## config.mk

```make
export PLATFORM = sky130hd
export DESIGN_NAME = capture_writer
export DESIGN_NICKNAME = d
export VERILOG_FILES = /design/src/capture_pkg.sv /design/src/capture_writer.sv
export SDC_FILE = /design/constraint.sdc
export NUM_CORES = 1
export LEC_CHECK = 0
export ABC_AREA = 1
export BUFFER_PORTS_ARGS = -buffer_cell sky130_fd_sc_hd__buf_2
export CORE_MARGIN = 3
export CORE_UTILIZATION = 41
export CTS_BUF_LIST = sky130_fd_sc_hd__clkbuf_16
export DETAILED_ROUTE_END_ITERATION = 10
export PLACE_DENSITY_LB_ADDON = 0.12
export SETUP_SLACK_MARGIN = 0.3
export SYNTH_ARGS = -nofsm -noshare
export SYNTH_HDL_FRONTEND = slang
export SYNTH_SLANG_ARGS = --single-unit
```

## constraint.sdc

```tcl
create_clock -name clk -period 1.4 [get_ports clk]
set_input_delay 0.14 -clock clk [delete_from_list [all_inputs] [get_ports clk]]
set_output_delay 0.14 -clock clk [all_outputs]
set_load 0.01 [all_outputs]
```

## src/capture_pkg.sv

```systemverilog
package capture_pkg;

   // buffer geometry.
   localparam int DATA_W    = 32;
   localparam int ADDR_W    = 10;
   localparam int DEPTH     = 1 << ADDR_W;   // 1024 words per capture.
   localparam int BANK_W    = 2;
   localparam int NUM_BANKS = 1 << BANK_W;
   localparam int ROW_W     = ADDR_W - BANK_W;

   // word k sits in bank k mod NUM_BANKS at row k / NUM_BANKS, so the
   // low BANK_W address bits pick the bank and the rest form the row.

   // one write request to a bank, acted on at the next edge.
   typedef struct packed {
      logic              en;
      logic [ROW_W-1:0]  row;
      logic [DATA_W-1:0] data;
   } bank_wr_t;

   // one read request to a bank, acted on at the next edge.
   typedef struct packed {
      logic             en;
      logic [ROW_W-1:0] row;
   } bank_rd_t;

endpackage

```

## src/capture_writer.sv

```systemverilog
`timescale 1ns/100ps

module capture_writer (
   input  logic                          clk,
   input  logic                          rst,
   input  logic [capture_pkg::DATA_W-1:0] data_in,
   output capture_pkg::bank_wr_t         wr_req [capture_pkg::NUM_BANKS],
   output logic                          fill_done
);

   import capture_pkg::*;

   logic [ADDR_W-1:0] wr_addr;     // address of the word sampled at this edge.
   logic              wr_valid;    // a request is pending for the banks.
   logic [BANK_W-1:0] wr_bank;
   logic [ROW_W-1:0]  wr_row;
   logic [DATA_W-1:0] wr_data;
   logic              last_addr;

   assign last_addr = (wr_addr == ADDR_W'(DEPTH - 1));

   // control path of the fill. it runs once after reset and then parks
   // with fill_done high until the next reset.
   always_ff @(posedge clk) begin
      if (rst) begin
         wr_addr   <= '0;
         wr_valid  <= 1'b0;
         fill_done <= 1'b0;
      end else if (!fill_done) begin
         wr_valid <= 1'b1;
         wr_addr  <= wr_addr + 1'b1;
         if (last_addr) begin
            fill_done <= 1'b1;   // last word is in flight.
         end
      end else begin
         wr_valid <= 1'b0;       // writes stop once the fill is done.
      end
   end

   // payload of the request. it only matters while wr_valid is set.
   always_ff @(posedge clk) begin
      if (!fill_done) begin
         wr_bank <= wr_addr[BANK_W-1:0];
         wr_row  <= wr_addr[ADDR_W-1:BANK_W];
         wr_data <= data_in;
      end
   end

   // steer the single pending request to its bank; all other banks see
   // an idle request in the same cycle.
   always_comb begin
      for (int b = 0; b < NUM_BANKS; b++) begin
         wr_req[b].en   = wr_valid && (wr_bank == BANK_W'(b));
         wr_req[b].row  = wr_row;
         wr_req[b].data = wr_data;
      end
   end

endmodule

```

# ---- Word level (Yosys, flattened, before mapping)
# Cells that the tools add are included.
# Widths: inputs -> output; s select.
dict set report classes {
  n_eq_ne 4
  muxes 3
  reduce_logical 5
  n_addsub 1
}
# cell n
set op_table {}
lappend op_table {{$add 10x1->10 const B} 1}
lappend op_table {{$eq 10x10->1 const B} 1}
lappend op_table {{$eq 2x2->1 const B} 2}
lappend op_table {{$logic_and 1x1->1} 4}
lappend op_table {{$mux 1} 3}
lappend op_table {{$eq 2x1->1 const B} 1}
lappend op_table {{$logic_not 2->1} 1}
dict set report word_totals {
  output_inout_bits 165
  ff_bits 54
  in_bits 34
}

# ---- Longest topological paths before layout
dict set report logic_depth {
  word_depth 3
  depth_mapped 7
}

# ---- Worst setup path before layout
# No wires, ideal clock.
dict set report synth_timing {
  path_kind {register to register}
  start {register fill_done}
  end {register wr_addr[4]}
  arrival_time_ps 1141
  path_stages_with_launch 7
  setup_slack_ps 196
  required_time_ps 1336
  path_buffers 1
  path_cell_list {dfxtp_1 -> inv_2 -> buf_6 -> nand3_1 -> o21bai_1 -> o21ai_1 -> nor2_1}
}
# element line_no
set synth_lines {}
lappend synth_lines {{start: declaration} capture_writer.sv:8} ;# output logic fill_done
lappend synth_lines {{start signal: assignment} capture_writer.sv:28} ;# fill_done <= 1'b0;
lappend synth_lines {{start signal: assignment} capture_writer.sv:33} ;# fill_done <= 1'b1;
lappend synth_lines {{end signal: assignment} capture_writer.sv:31} ;# wr_addr <= wr_addr + 1'b1;
lappend synth_lines {{end: declaration} capture_writer.sv:13} ;# logic [ADDR_W-1:0] wr_addr;

==> impl_metrics.tcl <==
set metrics [dict create \
    postSynthRegisterBits 54 \
    drive_gt1_share_pct 70.09 \
    startpoint_type "flip-flop" \
    setup_viol 0 \
    path_class "flip-flop to output pin" \
    finalCriticalPeriod_ns 1.222 \
    grt_overflow 0 \
    yosys-top-cells-area "edfxtp_1 46%, buf_4 33%, dfxtp_1 8.7%" \
    hold_ws_ns 0.02718 \
    slew_violations 0 \
    pwr-share-seq_pct 54.3 \
    antenna_found_initial 0 \
    grt_max_degree 31 \
    post-route-util_pct 50.43 \
    min_from "data_in[29]" \
    synth_cell_types 20 \
    worstSetupEndpointType "output pin" \
    clkSinkCount 54 \
    yosysTopAreaCell "edfxtp_1" \
    dieArea_um2 7772 \
    yosys_warnings 0 \
    initial_core_util_pct 42.85 \
    power.internal_uw 2624 \
    synth.top_cell.area_share_pct 45.57 \
    die_h_um 88.16 \
    hold_buffers 0 \
    grt_pass1_vias 1478 \
    syn-num-nets 284 \
    async_flop_share_pct 0 \
    grt_use_total_pct 12.22 \
    rsz0062_at_grt "yes" \
    postPlaceCellArea_um2 2970 \
    drt_iter0_markers 34 \
    first_pass_iters 4 \
    p_sw_share_pct 23.02 \
    num_rows 29 \
    cts_buffers 5 \
    crit_required_ns 1.26 \
    syn_area_um2 2768 \
    syn_inst 249 \
    nets 375 \
    cts_tree "built" \
    synth-seq-area-share_pct 54.25 \
    status "finished, final reports clean" \
    p_comb_share_pct 12.0 \
    place_hpwl_um 4350 \
    grt_pass1_wl_um 7203 \
    finalSetupTns_ns 0 \
    fin_worst_skew_ns 0.005126 \
    ir_drop_mv 0.4280 \
    clkTransAtPathRegs_ns 0.06 \
    die_width_um 88.16 \
    hold_class "primary input to flip-flop" \
    area_delta_synth_final_pct 17.68 \
    max-cap-violations 0 \
    cts_root_buf "clkbuf_16" \
    leakagePower_uw 0.001684 \
    vias_per_cell 4.201 \
    cts_buffer_depth 2 \
    tightest_slew_ns 0.1886 \
    clkLatencyLatePin_ns 0.28 \
    cp_max_fo 3 \
    diodes 0 \
    coreArea_um2 6459 \
    fin_area_um2 3257 \
    wire_per_inst_um 13.43 \
    synth_enable_flop_cells 42 \
    wirelength_um 5615 \
    power_density_nw_per_um2 1047 \
    cp_data_arrival_time_ns 1.08 \
    synth_most_common_cell "buf_4" \
    post-place-cells 405 \
    via_count 1756 \
    r2r_start "fill_done" \
    drc 0 \
    post-route-period-util_pct 87.31 \
    fmax_ghz 0.8181 \
    ant_nets 0 \
    power_switching_uw 784.7 \
    final_hold_viol_count 0 \
    routabilityCongestion 0.7352 \
    clkPwrFrac_pct 33.7 \
    ios 199 \
    max_slew_margin_pct 87.41 \
    synth_common_cells "120 x buf_4, 42 x edfxtp_1, 17 x nand2_1, 16 x nor2_1, 13 x inv_1" \
    cp-startpoint "wr_bank[1]" \
    port_buffers 198 \
    htreeDepth 2 \
    syn_area_per_cell_um2 11.12 \
    synth_flop_cell "edfxtp_1" \
    fin_cells 418 \
]
metal layers:
layer	up-vias	wire [um]	GRT usage [%]
met3	2	369	2.822
li1	869	-	-
met4	0	23	4.121
met5	-	0	0
met1	809	2091	13.01
met2	76	3131	23.39
state kept, by name, summed over array words and instances, names as in the netlist:
register,cells
wr_bank,2
wr_addr,10
wr_data,32
fill_done,1
wr_valid,1
wr_row,8
path summary, 6_finish.rpt:
kind                            cells past startpoint           to  slack [ns]
worst max-delay path                                3   wr_req[81]        0.18
worst min-delay path                                1  wr_data[29]        0.03
worst max register to register                      3  wr_data[22]        0.31
worst min register to register                      1     wr_valid        0.46
cells in the final DEF (no fill, tap or decap), types with 2 or more instances in the layout:
master and instances:
a21oi_1 3, nor2_1 13, nand2_1 15, dfxtp_1 5, edfxtp_1 42, nor2_2 3, inv_2 2, dfxtp_2 4
buf_4 4, inv_1 12, nand2_2 3, nand4_1 3, clkbuf_16 6, buf_2 198, nand3_1 4, dfxtp_4 3
nor3_2 5
what timing repair did:
action | in CTS | in global routing
resized for setup | 8 | 22
endpoints found under the setup margin | 10 | 43
cloned | 0 | 1
hold endpoints to repair | 0 | 0
setup buffers | 2 | 2
pin swaps | 3 | 8
final cells by class:
| cell class | instances | area (um2) |
|---|---|---|
| Fill cell | 605 | 3202 |
| Sequential cell | 54 | 1518 |
| Timing Repair Buffer | 205 | 1077 |
| Multi-Input combinational cell | 60 | 372.9 |
| Clock buffer | 5 | 125.1 |
| Tap cell | 77 | 96.34 |
| Inverter | 14 | 55.05 |
| Clock inverter | 3 | 12.51 |
worst max-delay path, cell delays in order (launching register included):
cell	delay, ns
edfxtp_1	0.42
inv_2	0.07
nor3_2	0.17
buf_2	0.15
per-stage QoR:
step           power (uW)  setup WS (ns)
5_1_grt              3578         0.1153
3_3_place_gp         2279         0.2666
2_1_floorplan        2228         0.3006
6_report             3408         0.1776
3_5_place_dp         2283         0.2185
4_1_cts              3446         0.1933
power by group through the flow:
stage,sequential (uW),clock [uW],combinational [uW]
final,1850,1150,410
after global routing,1860,1270,445
after CTS,1850,1190,404
after detailed placement,1880,0,400
after global placement,1880,0,399
after floorplan,1900,0,323
logic make-up (layout without fill, tap and decap cells):
| family | after synthesis | count (layout) | share of synthesized area (%) |
|---|---|---|---|
| buffers and inverters | 135 | 227 | 34.86 |
| DFF | 54 | 54 | 54.25 |
| and+or+nand+nor | 52 | 52 | 9.087 |
| AOI/OAI and AO/OA | 7 | 7 | 1.356 |
| adders and majority gates | 1 | 1 | 0.4520 |
(Power assumes the default switching activity.)
