`src/capture_pkg.sv`:
```
package capture_pkg;

   // buffer geometry.
   localparam int DATA_W    = 32;
   localparam int ADDR_W    = 10;
   localparam int DEPTH     = 1 << ADDR_W;   // 1024 words per capture.
   localparam int BANK_W    = 2;
   localparam int NUM_BANKS = 1 << BANK_W;
   localparam int ROW_W     = ADDR_W - BANK_W;

   // word k sits in bank k mod NUM_BANKS at row k / NUM_BANKS, so the
   // low BANK_W address bits pick the bank and the rest form the row.

   // one write request to a bank, acted on at the next edge.
   typedef struct packed {
      logic              en;
      logic [ROW_W-1:0]  row;
      logic [DATA_W-1:0] data;
   } bank_wr_t;

   // one read request to a bank, acted on at the next edge.
   typedef struct packed {
      logic             en;
      logic [ROW_W-1:0] row;
   } bank_rd_t;

endpackage

```
`src/playback_reader.sv`:
```
`timescale 1ns/100ps

module playback_reader (
   input  logic                           clk,
   input  logic                           rst,
   input  logic                           fill_done,
   output capture_pkg::bank_rd_t          rd_req  [capture_pkg::NUM_BANKS],
   input  logic [capture_pkg::DATA_W-1:0] rd_data [capture_pkg::NUM_BANKS],
   output logic [capture_pkg::DATA_W-1:0] data_out,
   output logic                           playback_valid
);

   import capture_pkg::*;

   // read address, wraps from DEPTH-1 back to 0 on its own.
   logic [ADDR_W-1:0] rd_addr;

   // issue stage: the request seen by the banks.
   logic              iss_valid;
   logic [BANK_W-1:0] iss_bank;
   logic [ROW_W-1:0]  iss_row;

   // return stage: banks hold the word, this says which one to take.
   logic              ret_valid;
   logic [BANK_W-1:0] ret_bank;

   // address counter and issue stage.
   always_ff @(posedge clk) begin
      if (rst) begin
         rd_addr   <= '0;
         iss_valid <= 1'b0;
      end else if (fill_done) begin
         rd_addr   <= rd_addr + 1'b1;   // one read per cycle, forever.
         iss_valid <= 1'b1;
      end
   end

   always_ff @(posedge clk) begin
      if (fill_done) begin
         iss_bank <= rd_addr[BANK_W-1:0];
         iss_row  <= rd_addr[ADDR_W-1:BANK_W];
      end
   end

   // only the addressed bank sees an enabled request.
   always_comb begin
      for (int b = 0; b < NUM_BANKS; b++) begin
         rd_req[b].en  = iss_valid && (iss_bank == BANK_W'(b));
         rd_req[b].row = iss_row;
      end
   end

   // bank select follows the request by one edge, in step with the
   // bank's registered read port.
   always_ff @(posedge clk) begin
      if (rst) begin
         ret_valid <= 1'b0;
      end else begin
         ret_valid <= iss_valid;
      end
   end

   always_ff @(posedge clk) begin
      ret_bank <= iss_bank;
   end

   // output stage.
   // the first word lands two edges after the first request, and from
   // then on the valid bit never drops until reset.
   always_ff @(posedge clk) begin
      if (rst) begin
         data_out       <= '0;
         playback_valid <= 1'b0;
      end else if (ret_valid) begin
         data_out       <= rd_data[ret_bank];
         playback_valid <= 1'b1;
      end
   end

endmodule

```
`config.mk`:
```
export PLATFORM = sky130hd
export DESIGN_NAME = playback_reader
export DESIGN_NICKNAME = d
export VERILOG_FILES = /design/src/capture_pkg.sv /design/src/playback_reader.sv
export SDC_FILE = /design/constraint.sdc
export NUM_CORES = 1
export LEC_CHECK = 0
export BUFFER_PORTS_ARGS = -buffer_cell sky130_fd_sc_hd__buf_2
export CAP_MARGIN = 40
export CORE_UTILIZATION = 35
export CTS_CLUSTER_DIAMETER = 50
export DETAILED_ROUTE_END_ITERATION = 12
export PLACE_DENSITY_LB_ADDON = 0.05
export SYNTH_ARGS = -nofsm -noshare
export SYNTH_HDL_FRONTEND = slang
export SYNTH_SLANG_ARGS = --single-unit
export TNS_END_PERCENT = 5
```
`constraint.sdc`:
```
create_clock -name clk -period 2.6 [get_ports clk]
set_input_delay 0.65 -clock clk [delete_from_list [all_inputs] [get_ports clk]]
set_output_delay 0.65 -clock clk [all_outputs]
set_load 0.05 [all_outputs]
```
[After elaboration in Yosys (flattened, before gate mapping)]
Index checks and enable logic that the tools add are counted.
Word-level totals
  memory bits (writable): 0
  memories kept: 0
  register bits after elaboration: 57
  word-level logic and storage cells: 22
  bits in latches: 0
  bits in read-only memories: 0
Operators by class
  bitwise gates (word level): 1
  reductions and logical operators: 5
  $mul: 0
  add/sub/neg operators: 1
  order comparisons: 1
  div/mod/pow operators: 0
  muxes and demuxes: 3
  shift-type cells: 0
  equal/unequal tests: 3
Operator list (count)
  32-bit binary-select mux with 2-bit select: 1
  32-bit two-way mux: 2
  10-bit by 1-bit adder with 10-bit output, second input constant: 1
  2-bit == test, second input constant: 2
  1-bit logical AND: 4
  3-bit greater-or-equal comparator, second input constant: 1
  2-bit inverter with 3-bit output: 1
  2-bit by 1-bit == test with 1-bit output, second input constant: 1
  2-bit zero test: 1

[Depth between registers and ports, before layout]
  depth in word-level cells: 4
  gate-level depth with buffers: 5
  gate-level depth less buffers: 4

[Worst setup path before layout]
No wires, ideal clock.
  path type: register to output
  start: register iss_bank[0]
  end: output rd_req[35] (netlist bit)
  setup slack: 355 ps
  arrival: 1595 ps
  required time: 1950 ps
  path buffers: 0
  cell stages (with the launch flop): 2
  path through: edfxtp_1 nor3b_1
RTL lines
  start, declared: RTL line playback_reader.sv:20  | logic [BANK_W-1:0] iss_bank;
  start signal, assigned: RTL line playback_reader.sv:40  | iss_bank <= rd_addr[BANK_W-1:0];
  end, declared: RTL line playback_reader.sv:7  | output capture_pkg::bank_rd_t rd_req [capture_pkg::NUM_BANKS],

==> metrics.md <==
| Metric | Value |
|---|---|
| DRT Pass-1 Iters | `3` |
| #FFs+latches synth | `between 50 and 60` |
| Flop pwr share | `39.1%` |
| # clock sinks | `57` |
| Post-Syn Area per Cell | `12.49 µm²` |
| Placer Congestion | `0.7885` |
| GR peak layer | `met2` |
| VDD IR max | `0.2924 mV` |
| Fmax | `approximately 0.52 GHz` |
| Status | `complete, no violations` |
| CTS tree | `yes` |
| Multi-input logic area | `0.001441 mm²` |
| Storage element area | `between 0.001 and 0.0015 mm²` |
| Num CTS Buffers | `9` |
| Global-route wire length before repair | `around 10000 µm` |
| Async SR Flop Fraction | `0%` |
| Static leakage | `1.928 nW` |
| FILL cells | `790` |
| Grt ovf | `0` |
| Post-CTS Setup Repair Bufs | `0` |
| Initial Util | `36.45%` |
| Clock Path Buffers | `2` |
| Detail Placement HPWL | `5537 µm` |
| Max-cap viol count | `0` |
| I/O pin count | `200` |
| Path depth of the worst reg2reg path | `4` |
| Die Span X | `94.74 µm` |
| Layout area overhead | `37.16%` |
| Main synth FF type | `dfxtp_1` |
| Total GRT Usage | `15.47%` |
| Met1 Use GR | `18.02%` |
| Critical Path Start | `iss_bank[0]` |
| Routed length per instance | `between 10 and 15 µm` |
| Hold_ws | `between 400 and 500 ps` |
| Share of layout cells above drive strength 1 | `60.00%` |
| PD cells | `between 600 and 700 mW/mm²` |
| R2R setup slack | `940 ps` |
| Final wirelength | `7227 µm` |
| IO Port Bufs | `slightly below 200` |
| Htree depth | `3` |
| Final Hold Violating Endpoints | `0` |
| RSZ-0062 raised after global routing | `no` |
| Clk slew on worst S/H paths | `60 ps` |
| Period minus WS final | `about 1900 ps` |
| Clk pwr share | `38.9%` |
| Comb power frac | `21.9%` |
| CP max FO | `5` |
| Core box area | `a little over 0.008 mm²` |
| Ant. Diodes | `0` |
| Sw Ratio | `a little over a quarter` |
| Mapped Nets | `between 300 and 400` |
| Via density | `4.669` |
| Mapped Area | `0.003010 mm²` |
| Arr. time, crit path | `1260 ps` |
| Min-delay worst type | `reg -> reg` |
| Slew Limit Fails | `0` |
| Req. time, crit path | `1950 ps` |
| Site row count | `33` |
| Vias in the first global route | `2209` |
| R2r endpoint | `data_out[31]` |
| Internal power | `~1.8 mW` |
| Largest net degree at the start of global routing | `28` |
| EDFF count, synth | `10` |
| CTS root buf | `clkbuf_8` |
| Post-synthesis cell count | `241` |
| Register area share after synthesis | `between 40% and 50%` |
| Final antenna-violating net count | `0` |
| Layout Nets | `547` |
| DRC viols | `0` |
| Routed via count | `2451` |
| Post-CTS Resized | `0` |
| Yosys warnings | `0` |
| Initial DRC count | `54` |
| Reg2reg start | `ret_bank[0]` |
| Cts hold-fix bufs | `0` |
| WS Path Type | `reg -> out` |
| Die ar. | `0.008976 mm²` |
| Global Route met2 Usage | `26.50%` |
| Worst setup SP type | `register` |
| Worst Tran Pin Value | `520.9 ps` |
| Final setup TNS | `0 ps` |
| Crit path capture type | `primary output` |
| Relative slew slack | `65.28%` |
| Post-synth cell types | `30` |
| Final setup viols | `0` |
| Met3 Resource Use GR | `3.865%` |
| Critical Path End | `rd_req[35]` |
| Die height | `94.74 µm` |
| Switching Power | `roughly 700 µW` |
| Clock Skew | `7.771 ps` |
| Antenna violations before repair | `0` |
| Worst skew pair latency | `330 ps` |
| Tcrit/Tclk final | `73.63%` |
[per-stage QoR]
step	cells	cell area, µm²	utilization [%]	setup WS, ps	total power, mW
after floorplan	241	3010	-	354.8	1.406
after global placement	509	3895	47.17	666.0	1.553
after detailed placement	509	3895	47.17	584.5	1.559
after CTS	525	4129	50.00	659.0	2.549
after global routing	525	4129	50.00	619.0	2.628
final	525	4129	50.00	685.7	2.508
[per-layer routing]
metal	wire length, µm	vias up
met5	0	-
met4	72	0
met2	3709	101
met3	561	6
met1	2885	1134
li1	-	1210
[flip-flops by register name, indices dropped and copies added, names as in the netlist]
signal / count
ret_bank: 2
ret_valid: 1
iss_bank: 2
playback_valid: 1
data_out: 32
iss_row: 8
rd_addr: 10
iss_valid: 1
[worst min-delay path by stage]
stage                startpoint          end  slack (ps)  cells past startpoint
detailed placement  iss_bank[0]  ret_bank[0]         440                      0
finish              iss_bank[1]  ret_bank[1]         460                      0
floorplan           iss_bank[0]  ret_bank[0]         400                      0
CTS                  rd_addr[9]   iss_row[7]         470                      0
global placement    iss_bank[0]  ret_bank[0]         440                      0
global route         rd_addr[9]   iss_row[7]         490                      0
[placed cells by master, fill, tap and decap left out, drive strengths merged]
cell and count:
nor2b 2, nor4 1, clkinvlp 1, o31ai 2, and3 1, dfxtp 47
nand4 3, mux2 1, nor2 43, nand3 2, or3 2, or4 2
inv 2, mux2i 33, o21ai 2, bufinv 3, xor2 2, a21oi 4
edfxtp 10, buf 204, clkinv 2, ha 1, nor3b 1, and3b 1
mux4 32, xnor2 2, clkbuf 10, nand2 4
[final cells by class]
type                    instances  area share (%)
repair buffers                204           25.94
multi-input cells             141           34.91
well taps                     105           3.182
clock inverters                 6           2.576
inverters                       2          0.1818
flip-flops and latches         57           30.12
clock buffers                  10           3.091
[power by group through the flow]
stage,Combinational [mW],Sequential (mW),Clock [mW]
floorplan,0.309,1.10,0
global placement,0.552,1.00,0
detailed placement,0.558,1.00,0
CTS,0.559,0.982,1.01
global route,0.589,0.988,1.05
finish,0.550,0.981,0.977
[cells in the mapped netlist (3+ instances only)]
cell	instances	area [µm²]
buf_2	4	20.02
buf_12	3	60.06
mux4_2	30	675.7
nand4_1	3	18.77
edfxtp_1	10	300.3
clkbuf_1	5	18.77
dfxtp_1	47	940.9
nor2_1	43	161.4
buf_4	28	210.2
mux2i_1	33	330.3
nand2_1	4	15.01
a21oi_1	4	20.02
[kinds of logic (layout without fill, tap and decap cells)]
group           count (synthesis)  after routing  share of synthesized area [%]
buf+inv                        43            222                          10.89
flops                          57             57                          41.23
simple gates                   62             62                          9.268
mux                            66             66                          35.54
fa+ha+maj                       1              1                         0.4156
compound gates                  8              8                          1.496
xor+xnor                        4              4                          1.164
[critical path, stage by stage, from the launching register on]
cell      delay, ps
edfxtp_1        450
nor3b_1         200
buf_2           280
Power figures use the tool's default switching activity.
